## config.mk

```make
export PLATFORM = sky130hd
export DESIGN_NAME = cache_store
export DESIGN_NICKNAME = d
export VERILOG_FILES = /design/src/rtl/cache_pkg.sv /design/src/rtl/cache_store.sv
export SDC_FILE = /design/constraint.sdc
export NUM_CORES = 1
export LEC_CHECK = 0
export BUFFER_PORTS_ARGS = -buffer_cell sky130_fd_sc_hd__buf_2
export CAP_MARGIN = 20
export CORE_MARGIN = 4
export CORE_UTILIZATION = 55
export DETAILED_ROUTE_END_ITERATION = 6
export GPL_TIMING_DRIVEN = 0
export PLACE_DENSITY_LB_ADDON = 0.15
export SETUP_SLACK_MARGIN = 0.4
export SLEW_MARGIN = 10
export SYNTH_ARGS = -nofsm -noshare
export SYNTH_HDL_FRONTEND = slang
export SYNTH_SLANG_ARGS = --single-unit
```

## constraint.sdc

```tcl
create_clock -name clk -period 2.75 [get_ports clk]
set_input_delay 0.275 -clock clk [delete_from_list [all_inputs] [get_ports clk]]
set_output_delay 0.275 -clock clk [all_outputs]
set_load 0.1 [all_outputs]
```

## src/rtl/cache_pkg.sv

```systemverilog
package cache_pkg;

    // Machine word, also the address width
    localparam int WORD_SIZE = 16;

    // Address fields
    localparam int TAG_MSB = 15;
    localparam int TAG_LSB = 4;
    localparam int TAG_W   = TAG_MSB - TAG_LSB + 1;
    localparam int IDX_BIT = 3;
    localparam int OFF_MSB = 2;
    localparam int OFF_LSB = 1;

    // Cache organization
    localparam int NUM_SETS   = 2;
    localparam int NUM_WAYS   = 2;
    localparam int LINE_WORDS = 4;
    localparam int LINE_W     = LINE_WORDS * WORD_SIZE;

    // Backing memory, indexed by address bits 8 to 1
    localparam int MEM_WORDS   = 256;
    localparam int MEM_AW      = $clog2(MEM_WORDS);
    localparam int MEM_LATENCY = 4;
    localparam int MEM_LAT_W   = $clog2(MEM_LATENCY + 1);

    // Power-up content of memory word i
    function automatic logic [WORD_SIZE-1:0] mem_init_word(input int unsigned i);
        logic [WORD_SIZE-1:0] idx_w;
        idx_w = WORD_SIZE'(i);
        return (idx_w * 16'h0101) ^ 16'h5a3c;
    endfunction

endpackage
```

## src/rtl/cache_store.sv

```systemverilog
module cache_store
    import cache_pkg::*;
(
    input  logic                 clk,
    input  logic                 rst,
    input  logic [WORD_SIZE-1:0] addr,
    input  logic                 lookup_en,
    input  logic                 fill_en,
    input  logic                 tag_write,
    input  logic                 write_hit_en,
    input  logic                 lru_touch,
    input  logic                 fill_way,
    input  logic [1:0]           fill_word,
    input  logic [WORD_SIZE-1:0] fill_data,
    input  logic [WORD_SIZE-1:0] data_in,
    output logic                 hit,
    output logic                 hit_way,
    output logic                 victim_way,
    output logic [WORD_SIZE-1:0] rd_word
);

    logic [TAG_W-1:0]    tag_q   [NUM_SETS][NUM_WAYS];
    logic [LINE_W-1:0]   line_q  [NUM_SETS][NUM_WAYS];
    logic [NUM_WAYS-1:0] valid_q [NUM_SETS];

    // One bit per set holding the most recently used way
    logic [NUM_SETS-1:0] mru_q;

    logic                idx;
    logic [TAG_W-1:0]    tag;
    logic [1:0]          off;
    logic [NUM_WAYS-1:0] way_hit;

    assign idx = addr[IDX_BIT];
    assign tag = addr[TAG_MSB:TAG_LSB];
    assign off = addr[OFF_MSB:OFF_LSB];

    // Tag compare on both ways of the set
    always_comb begin
        for (int w = 0; w < NUM_WAYS; w++) begin
            way_hit[w] = valid_q[idx][w] && (tag_q[idx][w] == tag);
        end
    end

    // Empty way first, else the one not used last
    always_comb begin
        if (!valid_q[idx][0]) begin
            victim_way = 1'b0;
        end else if (!valid_q[idx][1]) begin
            victim_way = 1'b1;
        end else begin
            victim_way = ~mru_q[idx];
        end
    end

    always_ff @(posedge clk) begin
        if (rst) begin
            for (int s = 0; s < NUM_SETS; s++) begin
                valid_q[s] <= '0;
            end
            mru_q <= '0;
            hit   <= 1'b0;
        end else begin
            if (lookup_en) begin
                hit <= |way_hit;
            end
            // A completed refill also makes that way the newest
            if (tag_write) begin
                valid_q[idx][fill_way] <= 1'b1;
                mru_q[idx]             <= fill_way;
            end else if (lru_touch) begin
                mru_q[idx] <= fill_way;
            end
        end
    end

    always_ff @(posedge clk) begin
        if (lookup_en) begin
            hit_way <= way_hit[1];
            rd_word <= line_q[idx][way_hit[1]][off*WORD_SIZE +: WORD_SIZE];
        end
        if (fill_en) begin
            line_q[idx][fill_way][fill_word*WORD_SIZE +: WORD_SIZE] <= fill_data;
        end
        if (tag_write) begin
            tag_q[idx][fill_way] <= tag;
        end
        // Keep the cached copy in step with the write-through
        if (write_hit_en) begin
            line_q[idx][fill_way][off*WORD_SIZE +: WORD_SIZE] <= data_in;
        end
    end

endmodule

```

==> reports/metrics.yaml <==
sta:
  hold_viol: 0
  max_freq_mhz: 436
  drv_slew: 0
  grt_setup_unrepaired: "false"
  setup_violations: 0
  period_needed_ns: 2.29
  fin_ws_ns: 0.458
  post-route-period-util_pct: 83.4
  relSlewSlack_pct: 44.1
  worst_pin_slew_ns: 0.839
  skew_ns: 0.0143
placement:
  port_buffers: 73
  gp_congestion: 1.00
  pre_cts_ws_ns: -0.948
  dpl.hpwl_mm: 30.5
  post_dp_cell_area_mm2: 0.0156
synth:
  syn_area_mm2: 0.0146
  syn_area_per_cell_um2: 14.1
  synth_top_area_share_pct: 65.8
  synth_fp_nets: 1103
  ys_seq_elements: 328
  synth_cell_types: 35
  synth_area_leaders: "edfxtp_1 66%, mux4_2 9.8%, nand3_1 6.2%, o21ai_0 3.4%, nand2_1 2.7%"
  yosysSeqAreaShare_pct: 66.8
  synth_ff_type: "edfxtp_1"
  yosysTopAreaCell: "edfxtp_1"
  synth-edff-count: 321
  syn-instance-count: 1035
  synth-async-reset-ratio_pct: 0
  yosysWarnings: 0
clock_tree:
  cts_buffers: 34
  worstSkewPairLatency_ns: 0.51
  clockBufferDepth: 3
  cts.sinks: 328
  cts_root_buf: "clkbuf_16"
  htreeDepth: 2
  cts_tree: "yes"
  cts.clk_slew.worst_paths_ns: 0.06
layout:
  drive_gt1_share_pct: 21.3
  fin_nets: 1228
  nFillCells: 1988
  finish.instance_area_mm2: 0.0168
  ff_latch_area_mm2: 0.00978
  layout_commonest_cell: "edfxtp_1"
  area_delta_synth_final_pct: 14.7
  mostFrequentLayoutCells: "321 x edfxtp_1, 182 x nand3_1, 107 x nand2_1"
  diodes: 0
  multiInputGateArea_mm2: 0.00463
critical_path:
  critical_path.endpoint_type: "register"
  worstSetupStartpointType: "input port"
  critPathMaxFanout: 12
  critPathRequiredTime_ns: 2.98
  crit_arrival_ns: 2.52
  crit_type: "input port to register"
die:
  io_pins: 77
  fp.dieW_um: 171
  core_area_mm2: 0.0261
  dieHeight_um: 171
  die_area_mm2: 0.0293
  rows: 59
  start_util_pct: 56.0
grt:
  grt_max_degree: 20
  grt_pass1_vias: 9392
  grt_overflow: 0
  grt_pass1_wl_mm: 59.6
  grt.total_usage_pct: 28.3
  antenna_found_initial: 0
power:
  power.density_mw_per_mm2: 657
  power.leakage_nw: 5.10
  max-vdd-ir-drop_mv: 0.507
detailed_routing:
  ant_nets: 0
  wl_per_cell_um: 27.1
  num_vias: 9778
  postRouteWirelength_mm: 41.2
  dr.pass1.iters: 6
  drt_iter0_drc: 1663
  viasPerCell: 6.44
  drc: 0
min_path:
  worstHoldPathType: "input port to register"
run_status:
  status: "completed"
run:
  cap_violations: 0
worst paths after layout:
path	startpoint	slack [ns]	depth (start not counted)	endpoint
max	addr[2]	0.46	8	line_q[0][44]
min	addr[4]	0.03	1	tag_q[0][12]
max reg2reg	tag_q[1][10]	0.52	8	rd_word[8]
min reg2reg	mru_q[1]	0.51	2	mru_q[1]
layer usage:
metal  global-route usage [%]  routed length (µm)  up-vias
li1                         -                   -     4256
met1                     41.2               16000     4784
met2                     43.1               18500      649
met3                     6.01                4840       89
met4                     10.3                1900        0
met5                        0                   0        -
synth_stat cells (all sizes together) (2+ instances only):
cell    number
nor2        23
nor2b       10
clkbuf      55
a31oi        4
a21oi        2
o21ai      134
nor3         3
inv         10
nor3b        7
dfxtp        7
a21o        16
buf         19
a22oi        3
mux2i       24
nor4         3
nand2      107
xnor2       19
mux4        64
nand3      182
xor2         5
ha          10
edfxtp     321
worst max-delay path: stages:
cell and delay [ns]:
buf_2 0.23, inv_1 0.18, clkbuf_2 0.30, ha_2 0.48, nor3b_2 0.35, clkbuf_2 0.33, nand3_1 0.11, o21ai_0 0.26
logic make-up after synthesis:
| logic type | count (synthesis) | share of synthesized area [%] |
|---|---|---|
| and+or+nand+nor | 338 | 10.7 |
| buffers and inverters | 84 | 2.65 |
| AOI/OAI and AO/OA | 163 | 6.05 |
| xor gates and xnor gates | 24 | 1.44 |
| adders and majority gates | 10 | 0.855 |
| DFF | 328 | 66.8 |
| muxes | 88 | 11.5 |
per-stage QoR:
stage / util (%) / setup TNS (ns) / hold slack, ns / std cells / total power, mW
after floorplan: - / 0 / 0.340 / 1035 / 6.48
after global placement: 59.1 / -199.98 / 0.464 / 1443 / 6.86
after detailed placement: 59.7 / -152.23 / 0.486 / 1454 / 6.90
after CTS: 63.9 / 0 / 0.0183 / 1514 / 11.0
after global routing: 64.2 / 0 / 0.0204 / 1519 / 11.4
final: 64.2 / 0 / 0.0336 / 1519 / 11.0
sequential cells by signal (all words and copies together), names as in the netlist:
signal and cells:
line_q 256, mru_q 2, hit_way 1, tag_q 48, valid_q 4, rd_word 16, hit 1
power breakdown:
part           switching, mW  internal (mW)
sequential            0.0521           5.69
combinational          0.767          0.335
clock                   1.80           2.38
repair_timing:
action                     in CTS  in global routing
gates resized for setup        28                 40
setup buffers                   0                  5
hold buffers                    0                  0
pin swaps                       0                  0
setup endpoints to repair     387                119
area by class of cell:
type                       count  share of cell area [%]
tap                          335                    2.50
sequential                   328                    58.3
multi-input combinational    623                    27.6
clock buffer                  42                    5.25
clock inverter                18                   0.760
inverter                      10                   0.224
buffer                        74                    2.23
timing repair buffer          89                    3.20
Note: power is estimated with default switching activity, not from simulation.
