**config.mk**
```make
export PLATFORM = sky130hd
export DESIGN_NAME = cache_ctrl
export DESIGN_NICKNAME = d
export VERILOG_FILES = /design/src/rtl/cache_pkg.sv /design/src/rtl/cache_ctrl.sv
export SDC_FILE = /design/constraint.sdc
export NUM_CORES = 1
export LEC_CHECK = 0
export BUFFER_PORTS_ARGS = -buffer_cell sky130_fd_sc_hd__buf_2
export CORE_ASPECT_RATIO = 1.25
export CORE_MARGIN = 1.5
export CORE_UTILIZATION = 37
export DETAILED_ROUTE_END_ITERATION = 12
export HOLD_SLACK_MARGIN = 0.1
export PLACE_DENSITY = 0.81
export SLEW_MARGIN = 5
export SYNTH_ARGS = -nofsm -noshare
export SYNTH_HDL_FRONTEND = slang
export SYNTH_SLANG_ARGS = --single-unit
```
**constraint.sdc**
```tcl
create_clock -name clk -period 2 [get_ports clk]
set_clock_uncertainty 0.15 [all_clocks]
set_input_delay 0.1 -clock clk [delete_from_list [all_inputs] [get_ports clk]]
set_output_delay 0.1 -clock clk [all_outputs]
set_load 0.05 [all_outputs]
```
**src/rtl/cache_pkg.sv**
```systemverilog
package cache_pkg;

    // Machine word, also the address width
    localparam int WORD_SIZE = 16;

    // Address fields
    localparam int TAG_MSB = 15;
    localparam int TAG_LSB = 4;
    localparam int TAG_W   = TAG_MSB - TAG_LSB + 1;
    localparam int IDX_BIT = 3;
    localparam int OFF_MSB = 2;
    localparam int OFF_LSB = 1;

    // Cache organization
    localparam int NUM_SETS   = 2;
    localparam int NUM_WAYS   = 2;
    localparam int LINE_WORDS = 4;
    localparam int LINE_W     = LINE_WORDS * WORD_SIZE;

    // Backing memory, indexed by address bits 8 to 1
    localparam int MEM_WORDS   = 256;
    localparam int MEM_AW      = $clog2(MEM_WORDS);
    localparam int MEM_LATENCY = 4;
    localparam int MEM_LAT_W   = $clog2(MEM_LATENCY + 1);

    // Power-up content of memory word i
    function automatic logic [WORD_SIZE-1:0] mem_init_word(input int unsigned i);
        logic [WORD_SIZE-1:0] idx_w;
        idx_w = WORD_SIZE'(i);
        return (idx_w * 16'h0101) ^ 16'h5a3c;
    endfunction

endpackage
```
**src/rtl/cache_ctrl.sv**
```systemverilog
module cache_ctrl
    import cache_pkg::*;
(
    input  logic                 clk,
    input  logic                 rst,
    input  logic                 read_m,
    input  logic                 write_m,
    input  logic [WORD_SIZE-1:0] addr,
    input  logic [WORD_SIZE-1:0] data_in,
    input  logic                 hit_in,
    input  logic                 hit_way,
    input  logic                 victim_way,
    input  logic [WORD_SIZE-1:0] rd_word,
    input  logic [WORD_SIZE-1:0] mem_rdata,
    input  logic                 mem_stall,
    output logic                 lookup_en,
    output logic                 fill_en,
    output logic                 tag_write,
    output logic                 write_hit_en,
    output logic                 lru_touch,
    output logic                 fill_way,
    output logic [1:0]           fill_word,
    output logic [WORD_SIZE-1:0] fill_data,
    output logic                 mem_read,
    output logic                 mem_write,
    output logic [WORD_SIZE-1:0] mem_addr,
    output logic [WORD_SIZE-1:0] mem_wdata,
    output logic [WORD_SIZE-1:0] data_out,
    output logic                 valid,
    output logic                 hit
);

    typedef enum logic [2:0] {
        IDLE,
        LOOKUP,
        FILL_REQ,
        FILL_WAIT,
        WRITE_REQ,
        WRITE_WAIT,
        DONE
    } state_t;

    state_t     state;
    logic [1:0] beat;
    logic       fill_way_q;
    logic       filling;

    assign filling = (state == FILL_REQ) || (state == FILL_WAIT);

    assign lookup_en = (state == IDLE) && (read_m || write_m);
    assign lru_touch = (state == LOOKUP) && hit_in;

    // One refill beat per finished memory read
    assign fill_en      = (state == FILL_WAIT) && !mem_stall;
    assign tag_write    = fill_en && (beat == 2'(LINE_WORDS - 1));
    assign write_hit_en = (state == WRITE_WAIT) && !mem_stall && hit_in;

    // Way select: refill target during a fill, hit way otherwise
    assign fill_way  = filling ? fill_way_q : hit_way;
    assign fill_word = beat;
    assign fill_data = mem_rdata;

    // Strobes held while stalled, released once stall is low
    assign mem_read  = (state == FILL_REQ) || ((state == FILL_WAIT) && mem_stall);
    assign mem_write = (state == WRITE_REQ) || ((state == WRITE_WAIT) && mem_stall);
    assign mem_wdata = data_in;

    always_comb begin
        if (filling) begin
            mem_addr = {addr[TAG_MSB:IDX_BIT], beat, 1'b0};
        end else begin
            mem_addr = {addr[WORD_SIZE-1:1], 1'b0};
        end
    end

    always_ff @(posedge clk) begin
        if (rst) begin
            state <= IDLE;
            beat  <= '0;
            valid <= 1'b0;
            hit   <= 1'b0;
        end else begin
            valid <= 1'b0;
            case (state)
                IDLE: begin
                    if (read_m || write_m) begin
                        state <= LOOKUP;
                    end
                end
                LOOKUP: begin
                    if (write_m) begin
                        state <= WRITE_REQ;
                    end else if (hit_in) begin
                        hit   <= 1'b1;
                        valid <= 1'b1;
                        state <= DONE;
                    end else begin
                        beat  <= '0;
                        state <= FILL_REQ;
                    end
                end
                FILL_REQ: begin
                    state <= FILL_WAIT;
                end
                FILL_WAIT: begin
                    if (!mem_stall) begin
                        if (tag_write) begin
                            hit   <= 1'b0;
                            valid <= 1'b1;
                            state <= DONE;
                        end else begin
                            beat  <= beat + 1'b1;
                            state <= FILL_REQ;
                        end
                    end
                end
                WRITE_REQ: begin
                    state <= WRITE_WAIT;
                end
                WRITE_WAIT: begin
                    if (!mem_stall) begin
                        hit   <= hit_in;
                        valid <= 1'b1;
                        state <= DONE;
                    end
                end
                // Valid is high here, requests are not looked at
                DONE: begin
                    state <= IDLE;
                end
                default: begin
                    state <= IDLE;
                end
            endcase
        end
    end

    always_ff @(posedge clk) begin
        if (state == LOOKUP) begin
            fill_way_q <= victim_way;
            if (read_m && hit_in) begin
                data_out <= rd_word;
            end
        end
        // Requested word taken straight from the refill
        if (fill_en && (beat == addr[OFF_MSB:OFF_LSB])) begin
            data_out <= mem_rdata;
        end
    end

endmodule

```
==> key figures <==
Status
  – Status: finished clean

Power
  – Part of the power in registers: 0.381
  – Power per Cell Area: 607 mW/mm²
  – Maximum vdd drop: 333 µV
  – Leak pwr: 1.16 nW
  – P_int: 0.907 mW
  – Switching Share: 0.390
  – Combinational share of power: 0.421
  – Power share of the clock group: 0.198
  – Switching Power: 0.581 mW
  – Final Total Pwr: 1.49 mW

Global route
  – All-Layer GR Usage: 0.168
  – Number of global-route vias before repair: 1370
  – First-pass GRT wire length: 6.02 mm
  – Largest net degree at the start of global routing: 18
  – Initial antenna violation count: 0
  – GRT overflow: 0

Synthesis
  – Post-synth top area share: 0.322
  – YS warnings: 0
  – Most frequent cell after synthesis: buf_4
  – Register area share after synthesis: 0.410
  – Largest cells by area after synthesis: edfxtp_1, buf_4, dfxtp_1
  – Post-synth EDFFs: 17
  – Syn_nets: 215
  – Commonest cells post-synth: buf_4, edfxtp_1, mux2_2
  – FFs w/ async S/R, synth: 0
  – Synthesized instance count: 142
  – Top_reg_cell synth: edfxtp_1
  – Post-synth cell types: 32
  – Yosys reg bits: 24
  – Cell Area, Synth: 0.00159 mm²
  – Area leader, netlist: edfxtp_1
  – Average size of a mapped cell: 11.2 µm²

Placed design
  – Placed cells: 241
  – Hpwl dp: 2.29 mm
  – Gp weighted congestion: 0.777
  – Pre-CTS setup slack: 227 ps
  – Port bufs: 87

Floorplan
  – Die span in y: 76.2 µm
  – I/O Pins: 148
  – Row count: 26
  – Die width: 61.5 µm
  – Core area: 0.00410 mm²
  – Initial core utilization: 0.387
  – Die area: 0.00469 mm²

Cells and area
  – Final core utilization: 0.598
  – Antenna cell count: 0
  – Fraction of layout cells with a size suffix above 1: 0.466
  – Fill count: 367
  – # nets final: 327
  – Non-Filler Instances: 309
  – P&R area growth vs syn: 54.6%

Timing
  – Worst Tran Pin Value: 509 ps
  – Fmax: 538 MHz
  – Rel. slew slack: 0.660
  – # setup viols final: 0
  – RSZ-0062 raised after global routing: false
  – Min Clock Period, post-route: 1860 ps
  – Setup TNS: 0 ps
  – Max-slew violation count: 0
  – Hold Fails Final Rpt: 0
  – Final worst slack: 142 ps
  – Fin crit share: 0.929

Clock network
  – Clk_lat worst skew: 260 ps
  – Max H-tree Level: 1
  – # hold bufs at CTS: 64
  – Postcts setup bufs: 0
  – Clock transition at the registers of the reported paths: 90 ps
  – CTS Buf Count: 3
  – TritonCTS clock tree: done
  – Root Driver: clkbuf_8
  – CTS resizes: 0
  – Clock tree buffer depth: 2
  – Clk sinks: 24

Setup path
  – Crit path launch: state[2]
  – Buffer and inverter count on the worst path: 2
  – Cells along the critical path: buf_4 > nand2b_1 > mux2_2 > buf_2
  – Required time of the critical path: 1750 ps
  – CP top delay family: buffers and inverters
  – Largest fanout on the critical path: 10
  – Slowest library cell on the worst path: mux2_2
  – Critical path launch point type: register
  – Crit Reg-Reg Startpoint: fill_word[0]
  – Worst Path Arrival: 1610 ps
  – Critical path's largest stage delay: 360 ps
  – Setup Crit Path Kind: reg -> out
  – Worst setup EP type: output pin

Min path
  – Worst hold start: read_m
  – Hold WC Path Type: in -> reg

Routing
  – Vias: 1403
  – Number of vias per cell: 4.54
  – Initial DRC count: 22
  – Total Wirelength: 4.17 mm
  – WL/cell: 13.5 µm
  – Post-route ant nets: 0
  – Pre-Repair DR Iteration Count: 4
  – Drt drc: 0

Job
  – Max-cap violation count: 0
layout by cell type, fill, tap and decap left out, types with 2 or more instances in the layout:
master / count
and3_1: 2
dfxtp_1: 5
mux2_4: 9
nand2_1: 7
dfxtp_2: 2
mux2i_1: 2
o21ai_0: 5
buf_4: 5
nor2_1: 4
inv_1: 4
edfxtp_1: 17
dlygate4sd3_1: 64
buf_2: 87
xnor2_1: 2
nor3_1: 3
mux2_2: 10
nor2b_1: 5
clkbuf_8: 3
a211oi_1: 2
routing by layer:
| metal | up-vias | share of wire | track usage |
|---|---|---|---|
| li1 | 670 | - | - |
| met1 | 633 | 0.31 | 0.149 |
| met2 | 92 | 0.58 | 0.344 |
| met3 | 8 | 0.087 | 0.0255 |
| met4 | 0 | 0.018 | 0.0532 |
| met5 | - | 0 | 0 |
final cells by class:
class                      instances  area [µm²]  share of cell area
multi-input combinational         65         554               0.226
timing repair buffer             156        1110               0.454
tap                               56        70.1              0.0286
clock buffer                       3        41.3              0.0168
sequential                        24         653               0.266
inverter                           4        15.0             0.00613
clock inverter                     1        3.75             0.00153
kinds of logic after synthesis:
family	Yosys count	synth area share
buffers and inverters	53	0.240
and+or+nand+nor	28	0.108
DFF	24	0.410
muxes	21	0.169
AOI/OAI and AO/OA	12	0.0513
xor gates and xnor gates	2	0.0111
adders and majority gates	1	0.00789
other	1	0.00237
power groups by stage:
stage | clock (mW) | sequential, mW | combinational (mW)
after floorplan | 0 | 0.627 | 0.419
final | 0.295 | 0.566 | 0.626
after global routing | 0.316 | 0.570 | 0.662
after detailed placement | 0 | 0.578 | 0.411
after global placement | 0 | 0.577 | 0.406
after CTS | 0.302 | 0.566 | 0.623
sequential cells by signal, indices dropped and copies added (netlist names):
register	count
data_out	16
state	3
fill_word	2
fill_way_q	1
hit	1
valid	1
final timing paths:
kind	to	slack (ps)	cells after the start
min reg2reg	hit	340	1
max	fill_way	140	4
max reg2reg	data_out[3]	240	4
min	state[0]	130	3
worst reg2reg max path: cells and delay by family (launching register included):
family                    cells  cell delay [ps]
and+or+nand+nor               2              450
buffers and inverters         1              240
xor gates and xnor gates      1              250
DFF                           1              360
per-stage QoR:
stage	instance area (µm²)	hold slack [ps]
4_1_cts	2450	106
3_5_place_dp	1770	50.3
3_3_place_gp	1770	50.3
2_1_floorplan	1590	19.1
6_report	2450	129
5_1_grt	2450	156
(Power assumes the default switching activity.)
